### src/execPkg.sv
`default_nettype none

package execPkg;

    localparam int DefaultDataWidth = 32;
    localparam int DefaultMulLatency = 5;
    localparam int DefaultDivLatency = 12;

    // Pre-decoded operations, codes 20..31 are unassigned
    typedef enum logic [4:0] {
        opAdd   = 5'd0,
        opAddu  = 5'd1,
        opSub   = 5'd2,
        opSubu  = 5'd3,
        opAnd   = 5'd4,
        opOr    = 5'd5,
        opXor   = 5'd6,
        opNor   = 5'd7,
        opSlt   = 5'd8,
        opSltu  = 5'd9,
        opSllv  = 5'd10,
        opSrlv  = 5'd11,
        opSrav  = 5'd12,
        opLui   = 5'd13,
        opMult  = 5'd14,
        opMultu = 5'd15,
        opDiv   = 5'd16,
        opDivu  = 5'd17,
        opMfhi  = 5'd18,
        opMflo  = 5'd19
    } opCodeT;

    typedef logic [4:0] causeT;
    typedef logic [4:0] regAddrT;

    // MIPS exception codes
    localparam causeT causeRI = 5'd10;
    localparam causeT causeOv = 5'd12;

    function automatic logic isMulDivOp(opCodeT op);
        return op inside {opMult, opMultu, opDiv, opDivu};
    endfunction

endpackage

`default_nettype wire
### src/aluUnit.sv
`timescale 1ns/1ps
`default_nettype none

module aluUnit
    import execPkg::*;
#(
    parameter int dataWidth = DefaultDataWidth
) (
    input  opCodeT               opCode,
    input  logic [dataWidth-1:0] a,
    input  logic [dataWidth-1:0] b,
    output logic [dataWidth-1:0] aluResult,
    output logic                 aluOverflow
);

    localparam int ShiftBits = $clog2(dataWidth);

    logic [dataWidth-1:0] sum;
    logic [dataWidth-1:0] diff;
    logic [ShiftBits-1:0] shamt;
    logic                 sumOv;
    logic                 diffOv;

    assign sum = a + b;
    assign diff = a - b;
    assign shamt = a[ShiftBits-1:0];

    // Same-sign inputs giving an opposite-sign result
    assign sumOv = (a[dataWidth-1] == b[dataWidth-1]) &&
                   (sum[dataWidth-1] != a[dataWidth-1]);
    assign diffOv = (a[dataWidth-1] != b[dataWidth-1]) &&
                    (diff[dataWidth-1] != a[dataWidth-1]);

    always_comb begin
        aluResult = '0;
        aluOverflow = 1'b0;
        case (opCode)
            opAdd: begin
                aluResult = sum;
                aluOverflow = sumOv;
            end
            opSub: begin
                aluResult = diff;
                aluOverflow = diffOv;
            end
            opAddu: aluResult = sum;
            opSubu: aluResult = diff;
            opAnd:  aluResult = a & b;
            opOr:   aluResult = a | b;
            opXor:  aluResult = a ^ b;
            opNor:  aluResult = ~(a | b);
            opSlt:  aluResult = {{(dataWidth-1){1'b0}}, $signed(a) < $signed(b)};
            opSltu: aluResult = {{(dataWidth-1){1'b0}}, a < b};
            opSllv: aluResult = b << shamt;
            opSrlv: aluResult = b >> shamt;
            opSrav: aluResult = $signed(b) >>> shamt;
            // b carries the sign-extended immediate
            opLui:  aluResult = b << 16;
            default: aluResult = '0;
        endcase
    end

endmodule

`default_nettype wire

### config.mk
export PLATFORM = sky130hd
export DESIGN_NAME = aluUnit
export DESIGN_NICKNAME = d
export VERILOG_FILES = /design/src/execPkg.sv /design/src/aluUnit.sv
export SDC_FILE = /design/constraint.sdc
export NUM_CORES = 1
export LEC_CHECK = 0
export ABC_AREA = 1
export BUFFER_PORTS_ARGS = -buffer_cell sky130_fd_sc_hd__buf_2
export CAP_MARGIN = 20
export CORE_AREA = 2 2 140 142
export DETAILED_ROUTE_END_ITERATION = 8
export DIE_AREA = 0 0 142 144
export GPL_TIMING_DRIVEN = 0
export PLACE_DENSITY = 0.8
export SYNTH_ARGS = -nofsm -noshare
export SYNTH_HDL_FRONTEND = slang
export SYNTH_SLANG_ARGS = --single-unit
### constraint.sdc
create_clock -name vclk -period 4.45
set_input_delay 0.89 -clock vclk [all_inputs]
set_output_delay 0.89 -clock vclk [all_outputs]
set_load 0.05 [all_outputs]
==> After elaboration in Yosys (flattened, before gate mapping) <==
Index checks and enable logic that the tools add are counted.
{ "word_totals": {"regBits": 0, "inputBits": 69, "out_inout_bits": 33, "elab_cells": 35} }
{ "op_classes": {"add_sub_neg": 2, "n_lt_le_gt_ge": 2, "n_eq_ne": 17, "shifts": 3, "muxes": 2, "bitwise_logic": 4, "n_reduce_logical": 5} }
{ "op_table": {"columns": ["cell", "n"], "rows": [
  ["32-bit one-hot mux with 12 select lines", 1],
  ["32-bit less-than comparator", 2],
  ["32-bit adder", 1],
  ["32-bit AND", 1],
  ["32-bit NOT", 1],
  ["32-bit OR", 1],
  ["32-bit by 5-bit << shifter with 32-bit output", 1],
  ["32-bit by 5-bit right shift with 32-bit output", 1],
  ["32-bit by 5-bit >>> shifter with 32-bit output", 1],
  ["32-bit subtractor", 1],
  ["32-bit bitwise XOR", 1],
  ["5-bit by 4-bit equality test with 1-bit output, second input constant", 6],
  ["5-bit by 3-bit equality test with 1-bit output, second input constant", 4],
  ["5-bit by 2-bit equality test with 1-bit output, second input constant", 2],
  ["5-bit by 1-bit equality test with 1-bit output, second input constant", 1],
  ["5-bit zero test", 1],
  ["2-bit OR reduction", 2],
  ["1-bit != test", 3],
  ["1-bit logical AND", 2],
  ["1-bit one-hot mux with 2 select lines", 1],
  ["1-bit equality test", 1]
]} }

==> Longest topological paths before layout <==
{ "logic_depth": {"word_depth": 4, "mapped_depth": 18} }

==> Worst setup path before layout <==
No wires, ideal clock.
{ "synth_path": {"kind": "input-to-output", "startpoint": "input port a[4]", "endpoint": "output port aluOverflow", "t_arrival_ps": 3806, "required_time_ps": 3560, "slack_ps": -246, "path_stages": 16, "path_buffers": 3, "path_cell_list": "inv_1 -> clkbuf_1 -> buf_1 -> ha_1 -> buf_2 -> nor2_1 -> nand2_1 -> inv_1 -> nand2_1 -> nand2_1 -> nand2_1 -> nand2_1 -> nand2_1 -> nand2_1 -> nor2_1 -> o21ai_0"} }
{ "synth_between": {"elab_chain_len": 4, "elab_cells_between_ends": 7, "cone_classes": "add/sub: 2; eq/ne: 2; mux: 1; reduce/logical: 2"} }
{ "synth_rtl": {"columns": ["item", "line", "text"], "rows": [
  ["start, declared", "aluUnit.sv:10", "input logic [dataWidth-1:0] a,"],
  ["32-bit subtractor or 32-bit adder (tied branches)", "aluUnit.sv:25, aluUnit.sv:24", null],
  ["1-bit != test (on tied branches)", "aluUnit.sv:32, aluUnit.sv:30", null],
  ["1-bit logical AND (on tied branches)", "aluUnit.sv:31, aluUnit.sv:29", null],
  ["1-bit one-hot mux with 2 select lines (*)", "aluUnit.sv:37", "case (opCode)"],
  ["end, declared", "aluUnit.sv:13", "output logic aluOverflow"]
]} }
Every way passes the cells marked *; elsewhere a longest branch is shown, timed or not.

==> Final worst setup path <==
{ "layout_path": {"startpoint": "input port a[4]", "endpoint": "output port aluResult[13]"} }
{ "layout_between": {"elab_chain_len": 2, "elab_cells_between_ends": 6, "cone_classes": "add/sub: 2; shift: 3; mux: 1"} }
{ "layout_rtl": {"columns": ["item", "line", "text"], "rows": [
  ["32-bit subtractor, or another cell as far along", "aluUnit.sv:25", "assign diff = a - b;"],
  ["32-bit one-hot mux with 12 select lines (*)", "aluUnit.sv:37", null],
  ["end, declared", "aluUnit.sv:12", "output logic [dataWidth-1:0] aluResult,"]
]} }
Marks and branches as above.

==> flow_metrics.tcl <==
set metrics [dict create \
    dp_worst_setup_slack_ps -747 \
    design.seq.count 0 \
    status "complete, but fails checks" \
    core_area_mm2 0.0191 \
    worstPathMaxFanout 10 \
    worst_slew_pin_slew_ps 909 \
    port_buffers 101 \
    antennaDiodeCount 0 \
    grt_start_max_net_pins 21 \
    avgSynthCellArea_um2 4.75 \
    fmax_mhz 222 \
    post_drt_wl_per_cell_um 22.0 \
    drt_wl_total_um 56700 \
    ys_seq_area_frac 0 \
    fin_ws_ps -50.7 \
    clockBufferCount 0 \
    seqCellArea_um2 0 \
    hold_path.class "in -> out" \
    violations "DRC, setup timing" \
    grt_antenna_before_repair 0 \
    maxCapViolCount 0 \
    die_area_mm2 0.0204 \
    yosys-top-cells-area "nand2_1 29%, nand3_1 19%, ha_1 12%, inv_1 10%, nor2_1 7.0%" \
    synth_top_family_by_area "simple AND/OR/NAND/NOR gates" \
    critPathLaunchType "input port" \
    path_class "in -> out" \
    synth_xor_area_frac 0.00331 \
    syn-cell-area_mm2 0.0106 \
    setup-violations-final 5 \
    end_kind "primary output" \
    critPathArrivalTime_ps 3610 \
    synth_top_area_frac 0.294 \
    ys_warn_count 0 \
    ant_nets 0 \
    initial_utilization 0.555 \
    p_leak_nw 6.78 \
    via_per_inst 6.36 \
    fp.dieW_um 142 \
    max_slew_margin 0.394 \
    hold_violations 0 \
    synth_cell_types 44 \
    drc_errors 5 \
    drive_gt1_frac 0.0968 \
    vdd_drop_max_mv 0.0727 \
    most-common-layout-cells "818 x nand2_1, 402 x nand3_1, 285 x inv_1" \
    top_level_ports 102 \
    holdWs_ps 2280 \
    synthCells 2230 \
    die_h_um 144 \
    synth_compound_area_frac 0.117 \
    finish.utilization 0.610 \
    gp_congestion 1.20 \
    placementRows 51 \
    synth.largest_area_cell "nand2_1" \
    power_mw 1.52 \
    synth_nets 2399 \
    final_common_cell "nand2_1" \
    p_per_area_mw_per_mm2 130 \
    dr.pass1.iters 9 \
    first_global_vias 13988 \
    fin_crit_ps 4500 \
    synth.area.mux_share 0.000946 \
    tns_ps -150 \
    overflow 0 \
    critical_path_required_ps 3560 \
    synth_simple_gate_area_frac 0.610 \
    startpoint "a[4]" \
    grt_pass1_wl_um 81700 \
    drt_first_iter_violations 2882 \
    vias 16365 \
    nets 2506 \
    critPathCapture "aluResult[13]" \
    report.final.slew_viol_count 0 \
    fin_crit_sh 1.01 \
    hpwl_um 46300 \
    track_usage 0.529 \
    synthAdderAreaFrac 0.120 \
    area_delta_synth_final_pct 9.96 \
]
[per-layer routing]
| layer | part of all wire | wire length [µm] | vias to the layer above | GRT usage |
|---|---|---|---|---|
| li1 | - | - | 7369 | - |
| met2 | 0.37 | 20700 | 1578 | 0.713 |
| met5 | 0 | 0 | - | 0 |
| met1 | 0.37 | 20800 | 7081 | 0.711 |
| met3 | 0.19 | 10800 | 337 | 0.218 |
| met4 | 0.076 | 4280 | 0 | 0.273 |
[what timing repair did]
action                                  in CTS  in global routing
endpoints found under the hold margin        0                  0
pin swaps                                    1                  7
buffers inserted                             2                  8
endpoints found under the setup margin      30                 28
gates resized for setup                     25                 48
hold buffers                                 0                  0
[report_power, final]
part	leakage, nW	switching [mW]	internal, mW
clock network	0	0	0
logic	6.78	1.12	0.402
registers	0	0	0
[per-stage QoR]
stage	std cells	cell area [µm²]
floorplan	2230	10600
global placement	2569	11400
detailed placement	2569	11400
CTS	2566	11400
global route	2573	11600
finish	2573	11600
[critical path: stages]
cell,delay (ps)
buf_6,150
clkinvlp_4,110
clkbuf_4,200
ha_1,290
buf_4,160
inv_1,80
nand2_1,70
nand2_1,140
nand3b_1,420
nand2_2,210
nand3_4,120
xor2_1,160
nor2_1,70
nor2_2,190
nand2_1,130
buf_4,210
[final cells by class]
class | instances | area (µm²)
Inverter | 297 | 1130
Fill cell | 2100 | 7440
Multi-Input combinational cell | 1836 | 9120
Buffer | 91 | 455
Tap cell | 238 | 298
Timing Repair Buffer | 111 | 627
[how the worst min path moves through the flow]
| stage | startpoint | cells after the start | endpoint |
|---|---|---|---|
| CTS | a[31] | 5 | aluOverflow |
| global route | a[31] | 4 | aluOverflow |
| detailed placement | a[31] | 5 | aluOverflow |
| global placement | a[31] | 5 | aluOverflow |
| finish | a[31] | 5 | aluOverflow |
| floorplan | a[31] | 3 | aluOverflow |
[cells in the mapped netlist, types with 13 or more instances]
cell type and count:
a21oi_1 79, buf_1 13, buf_2 54, clkbuf_1 23, ha_1 98, inv_1 287, nand2_1 828, nand3_1 406
nand4_1 23, nor2_1 198, nor3_1 20, o211ai_1 21, o21ai_0 56, o21bai_1 14, o22ai_1 14
[cell families after synthesis]
kind of cell,after synthesis
XOR/XNOR,4
multiplexers,1
buffers and inverters,394
AO/OA/AOI/OAI,213
AND/OR/NAND/NOR,1518
adder cells (fa/ha/maj),100
Note: power is estimated with default switching activity, not from simulation.
