## config.mk

```make
export PLATFORM = sky130hd
export DESIGN_NAME = writebackStage
export DESIGN_NICKNAME = d
export VERILOG_FILES = /design/src/execPkg.sv /design/src/writebackStage.sv
export SDC_FILE = /design/constraint.sdc
export NUM_CORES = 1
export LEC_CHECK = 0
export BUFFER_PORTS_ARGS = -buffer_cell sky130_fd_sc_hd__buf_4
export CAP_MARGIN = 40
export CORE_MARGIN = 5
export CORE_UTILIZATION = 25
export CTS_CLUSTER_SIZE = 20
export DETAILED_ROUTE_END_ITERATION = 7
export PLACE_DENSITY = 0.65
export SETUP_SLACK_MARGIN = 0.05
export SYNTH_ARGS = -nofsm -noshare
export SYNTH_HDL_FRONTEND = slang
export SYNTH_SLANG_ARGS = --single-unit
export TNS_END_PERCENT = 50
```

## constraint.sdc

```tcl
create_clock -name clk -period 1.03 [get_ports clk]
set_input_delay 0 -clock clk [delete_from_list [all_inputs] [get_ports clk]]
set_output_delay 0 -clock clk [all_outputs]
set_load 0.1 [all_outputs]
```

## src/execPkg.sv

```systemverilog
`default_nettype none

package execPkg;

    localparam int DefaultDataWidth = 32;
    localparam int DefaultMulLatency = 5;
    localparam int DefaultDivLatency = 12;

    // Pre-decoded operations, codes 20..31 are unassigned
    typedef enum logic [4:0] {
        opAdd   = 5'd0,
        opAddu  = 5'd1,
        opSub   = 5'd2,
        opSubu  = 5'd3,
        opAnd   = 5'd4,
        opOr    = 5'd5,
        opXor   = 5'd6,
        opNor   = 5'd7,
        opSlt   = 5'd8,
        opSltu  = 5'd9,
        opSllv  = 5'd10,
        opSrlv  = 5'd11,
        opSrav  = 5'd12,
        opLui   = 5'd13,
        opMult  = 5'd14,
        opMultu = 5'd15,
        opDiv   = 5'd16,
        opDivu  = 5'd17,
        opMfhi  = 5'd18,
        opMflo  = 5'd19
    } opCodeT;

    typedef logic [4:0] causeT;
    typedef logic [4:0] regAddrT;

    // MIPS exception codes
    localparam causeT causeRI = 5'd10;
    localparam causeT causeOv = 5'd12;

    function automatic logic isMulDivOp(opCodeT op);
        return op inside {opMult, opMultu, opDiv, opDivu};
    endfunction

endpackage

`default_nettype wire
```

## src/writebackStage.sv

```systemverilog
`timescale 1ns/1ps
`default_nettype none

module writebackStage
    import execPkg::*;
#(
    parameter int dataWidth = DefaultDataWidth
) (
    input  logic                 clk,
    input  logic                 reset,
    input  logic                 opValid,
    input  opCodeT               opCode,
    input  regAddrT              rd,
    input  logic [dataWidth-1:0] aluResult,
    input  logic                 aluOverflow,
    input  logic [dataWidth-1:0] hi,
    input  logic [dataWidth-1:0] lo,
    output logic                 wbValid,
    output regAddrT              wbReg,
    output logic [dataWidth-1:0] wbData,
    output logic                 excValid,
    output causeT                excCause
);

    logic [dataWidth-1:0] result;
    logic                 writesReg;
    logic                 reserved;
    logic                 overflow;

    always_comb begin
        result = aluResult;
        writesReg = 1'b1;
        reserved = 1'b0;
        case (opCode)
            opAdd, opAddu, opSub, opSubu, opAnd, opOr, opXor, opNor,
            opSlt, opSltu, opSllv, opSrlv, opSrav, opLui: ;
            opMult, opMultu, opDiv, opDivu: writesReg = 1'b0;
            opMfhi: result = hi;
            opMflo: result = lo;
            default: begin
                writesReg = 1'b0;
                reserved = 1'b1;
            end
        endcase
    end

    // ALU only flags ADD and SUB
    assign overflow = aluOverflow && !reserved;

    always_ff @(posedge clk) begin
        if (reset) begin
            wbValid <= 1'b0;
            excValid <= 1'b0;
        end else begin
            wbValid <= opValid && writesReg && !overflow && rd != '0;
            excValid <= opValid && (reserved || overflow);
        end
    end

    always_ff @(posedge clk) begin
        wbReg <= rd;
        wbData <= result;
        excCause <= reserved ? causeRI : causeOv;
    end

    assert property (@(posedge clk) disable iff (reset) !(wbValid && excValid));

endmodule

`default_nettype wire

```

After elaboration in Yosys (flattened, before gate mapping). Index checks and enable logic that the tools add are counted.

Bits in registers: 43. Bits in latches: 0. Logic and storage cells: 39. ROM bits: 0. Bits in writable memories: 0. Memories kept: 0. Output and inout port bits: 44.

Magnitude comparators: 0. Shift-type cells: 0. Multipliers: 0. Divide/modulo/power cells: 0. Bitwise logic cells: 0. Multiplexer cells: 4. Add/sub/neg operators: 0. Reduce and logical (&&, ||, !) cells: 11. Equality and inequality tests: 19.

Operator list (number): 32-bit one-hot mux with 2 select lines (1); 5-bit by 4-bit equality test with 1-bit output (second input constant) (8); 5-bit by 3-bit equality test with 1-bit output (second input constant) (4); 5-bit equality test (second input constant) (4); 20-bit OR reduction (1); 16-bit OR reduction (1); 5-bit by 2-bit equality test with 1-bit output (second input constant) (2); 5-bit by 1-bit equality test with 1-bit output (second input constant) (1); 1-bit logical AND (5); 5-bit zero test (1); 5-bit nonzero test (1); 3-bit 2-to-1 mux (1); 1-bit 2-to-1 mux (2); 1-bit zero test (1); 1-bit logical OR (1).

Longest topological paths before layout. Gate-level depths: netlist of the first run.

Word-level depth: 6. Depth in mapped cells: 5.

Worst setup path before layout of the first run. OpenSTA, ideal clock, no wires.

Path kind: reg2out. Start point: reg excCause[1]. End point: out excCause[1]. Cell stages (with the launch flop): 1. Setup slack: 0.121 ns. Arrival time: 0.909 ns. Cells stage by stage: dfxtp_1.

RTL lines: from (decl) (line writebackStage.sv:22) `output causeT excCause`; from (signal assigned) (line writebackStage.sv:63) `excCause <= reserved ? causeRI : causeOv;`.

No word-level cell between the ends.

Worst setup path in the final report of the first run.
Start point: in opCode[3]. End point: reg excValid.

Longest elaborated chain between the ends: 5. Elaborated cells between the ends (all ways): 25. Classes of those cells: eq/ne (19); mux (1); reduce/logical (5).

Ends and longest elaborated chain: from (decl) (line writebackStage.sv:12) `input opCodeT opCode,`; 5-bit equality test, or another cell as far along (line writebackStage.sv:34) `case (opCode)`; 20-bit OR reduction (no line) *; 1-bit 2-to-1 mux * (line writebackStage.sv:34); net reserved (line writebackStage.sv:27) `logic reserved;`; 1-bit logical OR * (line writebackStage.sv:56) `excValid <= opValid && (reserved || overflow);`; 1-bit logical AND * (line writebackStage.sv:56); to (signal assigned) (line writebackStage.sv:56); to (decl) (line writebackStage.sv:21) `output logic excValid,`.

Mark *: on every way through the listed nets, which the timed path passes. The rest lies on a longest branch. A chain may end at the register's enable or synchronous reset.

==> reports/summary.txt, run 1 <==
status -> completed
Slew Viols, Final -> 0
vias in the first global route -> 2008
total number of vias -> 1870
Post-synth EDFFs -> 0
gp weighted congestion -> 0.678
top post-synthesis cells by area -> dfxtp_1 46%, mux2i_1 18%, a21oi_2 14%
critical path required time -> 1.22 ns
CTS tree -> yes
drt drc -> 0
Setup crit start kind -> input pin
DRT antenna net count -> 0
Setup Buffers After CTS -> 0
Area growth syn-to-layout -> 105%
final wirelength -> 5.93 mm
Root Buffer -> clkbuf_8
Final Hold Viols -> 0
met3 WL -> 587 um
Max stage delay on crit path -> 0.54 ns
Leak Pwr -> 1.76 nW
Final WS setup -> 0.0979 ns
Achievable Freq -> 1070 MHz
Clock Path Buffers -> 2
cts bufs inserted -> 5
layout cell share with drive strength beyond 1 -> 52.8%
cells after synthesis -> 166
total power -> 4.69 mW
Multi-input gate area -> 806 um2
DR pass1 iterations -> 4
# hold bufs at CTS -> 50
Worst setup EP type -> register
register area share after synthesis -> 46.5%
Die X -> 94.1 um
async set-or-reset flop fraction in the synthesized netlist -> 0%
register area -> 821 um2
wl on met1 -> 2.14 mm
die area -> 8850 um2
Overflow after GRT -> 0
core area -> 6830 um2
Avg Cell Area, Syn -> 10.6 um2
Layout fillers -> 653
PwrDens -> 1290 nW/um2
Clk network pwr share -> 24.6%
initial DRC count -> 22
Yosys cell types -> 19
number of synthesized register bits -> 41
Ys Warns -> 0
largest net degree at the start of global routing -> 23
Synth area leader -> dfxtp_1
CP bufs+invs -> 3
Critical Path Fanout Max -> 3
Worst Path Arrival -> 1.12 ns
DP HPWL -> 4.38 mm
internal power -> 2.97 mW
top sig layer -> met4
ys flop type -> dfxtp_1
CTS clock-pin slew for the worst setup and hold paths -> 0.08 ns
synth cell count leaders -> 41 x dfxtp_1, 34 x nor2_1, 32 x mux2i_1, 28 x a21oi_2, 6 x a21oi_1
Layout Nets -> 482
# H-tree levels -> 2
fin crit period -> 0.932 ns
ANT cells -> 0
row count -> 30
final period utilization -> 90.5%
count leader, synth -> dfxtp_1
sequential power share -> 36.7%
Die H -> 94.1 um
all-layer global routing usage -> 12.7%
RSZ-0062 raised after global routing -> no
cell family with most CP delay -> buffers and inverters
met2 wire len -> 3.18 mm
worst-path cell chain -> buf_4, dlygate4sd3_1, o21ai_0, inv_1, nor2_1, nor3b_1
Switch Pwr -> 1.72 mW
Sw Ratio -> 36.7%
Crit-path slowest cell -> dlygate4sd3_1
kind of critical path -> in -> reg
Post-Syn Area -> 1770 um2
maximum vdd drop -> 0.646 mV
max_cap viols -> 0
clk sink count -> 41
Via density -> 3.99
Comb pwr share -> 38.8%
first-pass GRT wire length -> 8.84 mm
DP Worst Slack -> -0.0463 ns
Final Setup Violations -> 0
Initial Util -> 25.9%
initial antenna violation count -> 0
top cell type's share of synthesized area -> 46.5%
I/O pins -> 154
CTS resizes -> 0
Worst Hold Class -> in -> reg
WL per Instance -> 12.6 um
port bufs -> 150
-- sequential cells by signal, summed over array words and instances, names as in the netlist --
signal / count
wbData: 32
wbReg: 5
excCause: 2
excValid: 1
wbValid: 1
-- logic make-up after synthesis --
kind of cell	count (synthesis)	share of synthesized area, %
flip-flops	41	46.5
AND/OR/NAND/NOR	40	10.4
AO/OA/AOI/OAI	36	16.4
multiplexers	32	18.1
buffers and inverters	15	8.14
other	2	0.425
-- metal layers --
layer,vias to the layer above,global-route usage (%)
li1,966,-
met3,4,4.73
met4,0,3.61
met2,88,24.0
met5,-,0
met1,812,12.8
-- cell type report --
| cell class | count | share of cell area (%) |
|---|---|---|
| repair buffers | 212 | 48.9 |
| clock buffers | 7 | 2.66 |
| inverters | 1 | 0.104 |
| flip-flops and latches | 41 | 22.7 |
| well taps | 96 | 3.31 |
| multi-input cells | 111 | 22.2 |
| clock inverters | 1 | 0.138 |
-- through the flow --
step / cells / setup TNS [ns] / instance area (um2) / util (%) / hold slack (ns)
finish: 469 / 0 / 3620 / 53.0 / 0.00909
global route: 469 / 0 / 3620 / 53.0 / 0.00253
CTS: 467 / 0 / 3600 / 52.7 / 0.000611
detailed placement: 409 / -0.425 / 3000 / 43.9 / 0.117
global placement: 409 / -0.0971 / 3000 / 43.9 / 0.114
floorplan: 167 / 0 / 1770 / - / 0.0277
-- final timing paths --
path	start	end	cells past startpoint
setup / recovery	opCode[3]	excValid	6
hold / removal	lo[26]	wbData[26]	3
-- power groups by stage --
stage	logic, mW	registers [mW]	clock network, mW
finish	1.82	1.72	1.15
global route	1.90	1.73	1.27
CTS	1.82	1.72	1.21
detailed placement	1.66	1.76	0
global placement	1.65	1.76	0
floorplan	0.330	2.54	0
-- cell usage in the layout (no fill, tap or decap), drive strengths merged --
cell | synthesis | final
nor3b | 2 | 2
clkbuf | 3 | 7
conb | 2 | 3
dlygate4sd3 | 0 | 52
nor4bb | 1 | 1
nor3 | 1 | 1
inv | 1 | 1
clkinv | 0 | 1
o211a | 1 | 1
mux2i | 32 | 32
nand2 | 1 | 1
nor2 | 34 | 34
a21oi | 34 | 34
o21ai | 1 | 1
or2b | 1 | 1
buf | 11 | 160
dfxtp | 41 | 41
Power figures use the tool's default switching activity.
==> run 2, diff against run 1 <==
--- a/config.mk
+++ b/config.mk
@@ -7,3 +7,3 @@
 export LEC_CHECK = 0
-export BUFFER_PORTS_ARGS = -buffer_cell sky130_fd_sc_hd__buf_4
+export BUFFER_PORTS_ARGS = -buffer_cell sky130_fd_sc_hd__buf_2
 export CAP_MARGIN = 40
==> constraint.sdc (replaced) <==
create_clock -name clk -period 1.03 [get_ports clk]
set_input_delay 0.309 -clock clk [delete_from_list [all_inputs] [get_ports clk]]
set_output_delay 0.309 -clock clk [all_outputs]
set_load 0.1 [all_outputs]
==> reports/summary.txt, run 2 (synthesis gave the netlist of run 1 again) <==
status -> complete, but fails checks
failing checks -> setup timing
port bufs -> 150 (unchanged)
Final WS setup -> -0.0961 ns (-0.194 ns)
CTS tree -> yes
kind of critical path -> reg -> out
largest registers -> wbData x32, wbReg x5, excCause x2
first-pass GRT wire length -> 7.78 mm (-12%)
fin crit period -> 1.13 ns (+0.194 ns)
critical path required time -> 0.72 ns (-0.50 ns)
commonest cells after routing, fill and taps aside -> 106 x buf_2, 46 x buf_12, 41 x dfxtp_2, 32 x mux2i_1, 30 x a21oi_2
cell family with most CP delay -> flip-flops
initial antenna violation count -> 0 (unchanged)
most common cell after layout, fill and taps aside -> buf_2
Worst Path Arrival -> 0.82 ns (-0.30 ns)
DP HPWL -> 4.48 mm (+2.2%)
Area growth syn-to-layout -> 114%
# H-tree levels -> 2 (unchanged)
final wirelength -> 6.14 mm (+3.5%)
clk sink count -> 41 (unchanged)
final core utilization -> 55.3% (+2.3 points)
Final Hold Viols -> 0 (unchanged)
maximum vdd drop -> 0.598 mV (-7.4%)
final period utilization -> 109% (+19 points)
Achievable Freq -> 888 MHz (-17%)
PwrDens -> 1350 nW/um2 (+3.9%)
Root Buffer -> clkbuf_8
CP bufs+invs -> 1 (-2)
WL per Instance -> 14.2 um (+12%)
Max stage delay on crit path -> 0.36 ns (-0.18 ns)
Critical Path Fanout Max -> 1 (-2)
largest reg by FF count -> wbData
Overflow after GRT -> 0 (unchanged)
Placed Instances -> 409 (unchanged)
DR pass1 iterations -> 2 (-2)
Layout Nets -> 446 (-7.5%)
Die H -> 94.1 um (unchanged)
layout cell share with drive strength beyond 1 -> 80.4% (+28 points)
drt drc -> 0 (unchanged)
DRT antenna net count -> 0 (unchanged)
Clock Path Buffers -> 2 (unchanged)
ANT cells -> 0 (unchanged)
Leak Pwr -> 1.79 nW (+1.2%)
Crit-path slowest cell -> dfxtp_2
die area -> 8850 um2 (unchanged)
largest net degree at the start of global routing -> 37 (+61%)
Largest register FFs -> 32 (unchanged)
final non-filler cell total -> 433 (-7.7%)
Slew Viols, Final -> 0 (unchanged)
Final Setup Violations -> 58 (+58)
worst-path cell chain -> buf_12
core area -> 6830 um2 (unchanged)
gp weighted congestion -> 0.672 (-0.87%)
Worst setup EP type -> output port
I/O pins -> 154 (unchanged)
Die X -> 94.1 um (unchanged)
Worst Hold Class -> in -> reg
RSZ-0062 raised after global routing -> yes
cts bufs inserted -> 5 (unchanged)
max_cap viols -> 0 (unchanged)
all-layer global routing usage -> 11.2% (-1.4 points)
initial DRC count -> 30 (+36%)
Initial Util -> 25.9% (unchanged)
row count -> 30 (unchanged)
Setup crit start kind -> register
CTS clock-pin slew for the worst setup and hold paths -> 0.08 ns (about the same)
total number of vias -> 1793 (-4.1%)
Via density -> 4.14 (+3.9%)
vias in the first global route -> 1734 (-14%)
-- run 2: changes by cell type in the layout (fill, tap and decap cells not counted), moves of 6 or more --
| cell | change |
|---|---|
| buf_4 | -150 |
| buf_2 | +106 |
| dlygate4sd3_1 | -52 |
| buf_12 | +42 |
| dfxtp_1 | -41 |
| dfxtp_2 | +41 |
| nor2_1 | -15 |
| nor2_2 | +13 |
| buf_6 | +10 |
| clkbuf_16 | +6 |
-- run 2: what timing repair did --
action,4_1_cts,5_1_grt
endpoints found under the setup margin,73,73
hold buffers,0,0
pin swaps,1,4
resized for setup,5,34
setup buffers,0,7
cloned,0,9
-- run 2: routing by layer --
metal  wire (um)  part of all wire [%]  vias to the layer above  track usage, %
met5           0                     0                        -               0
li1            -                     -                      900               -
met2        3370                    55                       82            21.1
met4          42                  0.68                        0            2.89
met1        2160                    35                      806            11.3
met3         565                   9.2                        5            4.81
-- run 2: layout make-up --
class	instances	area [um2]
inverters	1	3.75
repair buffers	176	1800
multi-input cells	111	861
well taps	96	120
flip-flops and latches	41	872
clock inverters	2	37.5
fillers	589	3050
clock buffers	6	82.6
-- run 2: path summary, 6_finish.rpt --
check | end | slack, ns | cells after the start | start
worst min-delay path | wbReg[2] | 0.13 | 1 | rd[2]
worst max-delay path | wbData[14] | -0.1 | 1 | wbData[14]
-- run 2: through the flow --
| step | hold slack [ns] | worst slack (ns) | total power, mW | cell area, um2 | setup TNS [ns] |
|---|---|---|---|---|---|
| after floorplan | 0.337 | -0.188 | 2.90 | 1820 | -3.60 |
| after global placement | 0.427 | -0.328 | 3.65 | 3290 | -10.16 |
| after detailed placement | 0.428 | -0.386 | 3.67 | 3290 | -11.55 |
| after CTS | 0.115 | -0.113 | 5.05 | 3410 | -5.53 |
| after global routing | 0.111 | -0.128 | 5.27 | 3780 | -5.88 |
| final | 0.127 | -0.0961 | 5.08 | 3780 | -3.74 |
-- run 2: where the power goes --
part | total [mW] | internal [mW] | switching, mW
clock network | 1.36 | 0.788 | 0.570
logic | 1.92 | 0.779 | 1.14
registers | 1.80 | 1.72 | 0.0852
total | 5.08 | 3.28 | 1.80
==> run 3, diff against run 2 <==
- CORE_ASPECT_RATIO: default -> 1.4
- TNS_END_PERCENT: 50 -> default
==> reports/summary.txt, run 3 (synthesis gave the netlist of run 1 again) <==
Crit-path slowest cell -> dfxtp_2
row count -> 36 (+20%)
ANT cells -> 0 (unchanged)
Worst setup EP type -> output port
maximum vdd drop -> 0.750 mV (+25%)
Final Hold Viols -> 0 (unchanged)
Post-Layout Inst Area -> 3820 um2 (+1.2%)
largest registers -> wbData x32, wbReg x5, excCause x2
Die X -> 81.0 um (-14%)
drt drc -> 0 (unchanged)
vias in the first global route -> 1840 (+6.1%)
Largest register FFs -> 32 (unchanged)
Leak Pwr -> 1.77 nW (-1.0%)
Achievable Freq -> 894 MHz (+0.65%)
DP HPWL -> 4.47 mm (about the same)
critical path required time -> 0.72 ns (about the same)
WL per Instance -> 13.4 um (-5.3%)
commonest cells after routing, fill and taps aside -> 106 x buf_2, 46 x buf_12, 41 x dfxtp_2, 32 x mux2i_1, 32 x a21oi_2
CTS clock-pin slew for the worst setup and hold paths -> 0.08 ns (about the same)
Overflow after GRT -> 0 (unchanged)
Final WS setup -> -0.0889 ns (+0.00724 ns)
worst-path cell chain -> buf_12
core area -> 6940 um2 (+1.5%)
Initial Util -> 25.5% (-0.39 points)
Final Setup Violations -> 44 (-24%)
Worst Hold Class -> in -> reg
most common cell after layout, fill and taps aside -> buf_2
WP depth -> 1 (unchanged)
hold path cells -> 1 (unchanged)
total number of vias -> 1800 (+0.39%)
CTS tree -> yes
CP bufs+invs -> 1 (unchanged)
failing checks -> setup timing
cell family with most CP delay -> flip-flops
# H-tree levels -> 2 (unchanged)
PwrDens -> 1290 nW/um2 (-4.1%)
initial DRC count -> 15 (-50%)
Via density -> 4.22 (+1.8%)
Clock Path Buffers -> 2 (unchanged)
Critical Path Fanout Max -> 1 (unchanged)
final core utilization -> 55.1% (-0.19 points)
layout cell share with drive strength beyond 1 -> 85.8% (+5.4 points)
all-layer global routing usage -> 11.8% (+0.55 points)
Area growth syn-to-layout -> 116%
fin crit period -> 1.12 ns (-0.00724 ns)
DRT antenna net count -> 0 (unchanged)
kind of critical path -> reg -> out
Worst Path Arrival -> 0.81 ns (about the same)
Max stage delay on crit path -> 0.35 ns (about the same)
total power -> 4.93 mW (-3.0%)
cts bufs inserted -> 5 (unchanged)
largest net degree at the start of global routing -> 29 (-22%)
Root Buffer -> clkbuf_8
final wirelength -> 5.74 mm (-6.6%)
clk sink count -> 41 (unchanged)
final period utilization -> 109% (-0.70 points)
gp weighted congestion -> 0.700 (+4.2%)
initial antenna violation count -> 0 (unchanged)
Layout Nets -> 441 (-1.1%)
Placed Area -> 3320 um2 (+1.1%)
I/O pins -> 154 (unchanged)
port bufs -> 150 (unchanged)
largest reg by FF count -> wbData
die area -> 8870 um2 (+0.26%)
max_cap viols -> 0 (unchanged)
status -> complete, but fails checks
Setup crit start kind -> register
DR pass1 iterations -> 3 (+1)
RSZ-0062 raised after global routing -> yes
Die H -> 109 um (+16%)
Slew Viols, Final -> 0 (unchanged)
first-pass GRT wire length -> 8.07 mm (+3.8%)
run 3: what timing repair did:
item	CTS	global route
endpoints found under the setup margin	73	73
hold buffers	0	0
gates cloned	2	3
pin swaps	0	1
setup buffers	3	0
resized for setup	28	55
run 3: cell type report:
class,instances,area [um2]
fillers,611,3110
repair buffers,171,1680
multi-input cells,111,1050
flip-flops and latches,41,872
well taps,95,119
clock buffers,7,96.3
clock inverters,1,5.00
inverters,1,3.75
run 3: metrics by stage:
stage / hold slack, ns / setup WS [ns] / instances / setup TNS [ns]
final: 0.137 / -0.0889 / 427 / -3.22
after global routing: 0.113 / -0.136 / 427 / -5.67
after CTS: 0.120 / -0.113 / 426 / -4.11
after detailed placement: 0.426 / -0.409 / 413 / -11.64
after global placement: 0.427 / -0.349 / 413 / -10.33
after floorplan: 0.337 / -0.0874 / 167 / -2.65
run 3: final timing paths:
path / start / endpoint / slack, ns
max: excCause[1] / excCause[1] / -0.09
min: rd[2] / wbReg[2] / 0.14
run 3: power breakdown:
group	internal, mW	switching [mW]
sequential	1.72	0.0840
clock	0.606	0.550
combinational	0.795	1.18
run 3: metal layers:
| metal | up-vias | share of wire [%] | wire length [um] | global-route usage, % |
|---|---|---|---|---|
| li1 | 886 | - | - | - |
| met1 | 831 | 31 | 1800 | 11.3 |
| met2 | 79 | 59 | 3400 | 23.0 |
| met3 | 4 | 8.4 | 480 | 3.85 |
| met4 | 0 | 0.94 | 54 | 3.86 |
| met5 | - | 0 | 0 | 0 |
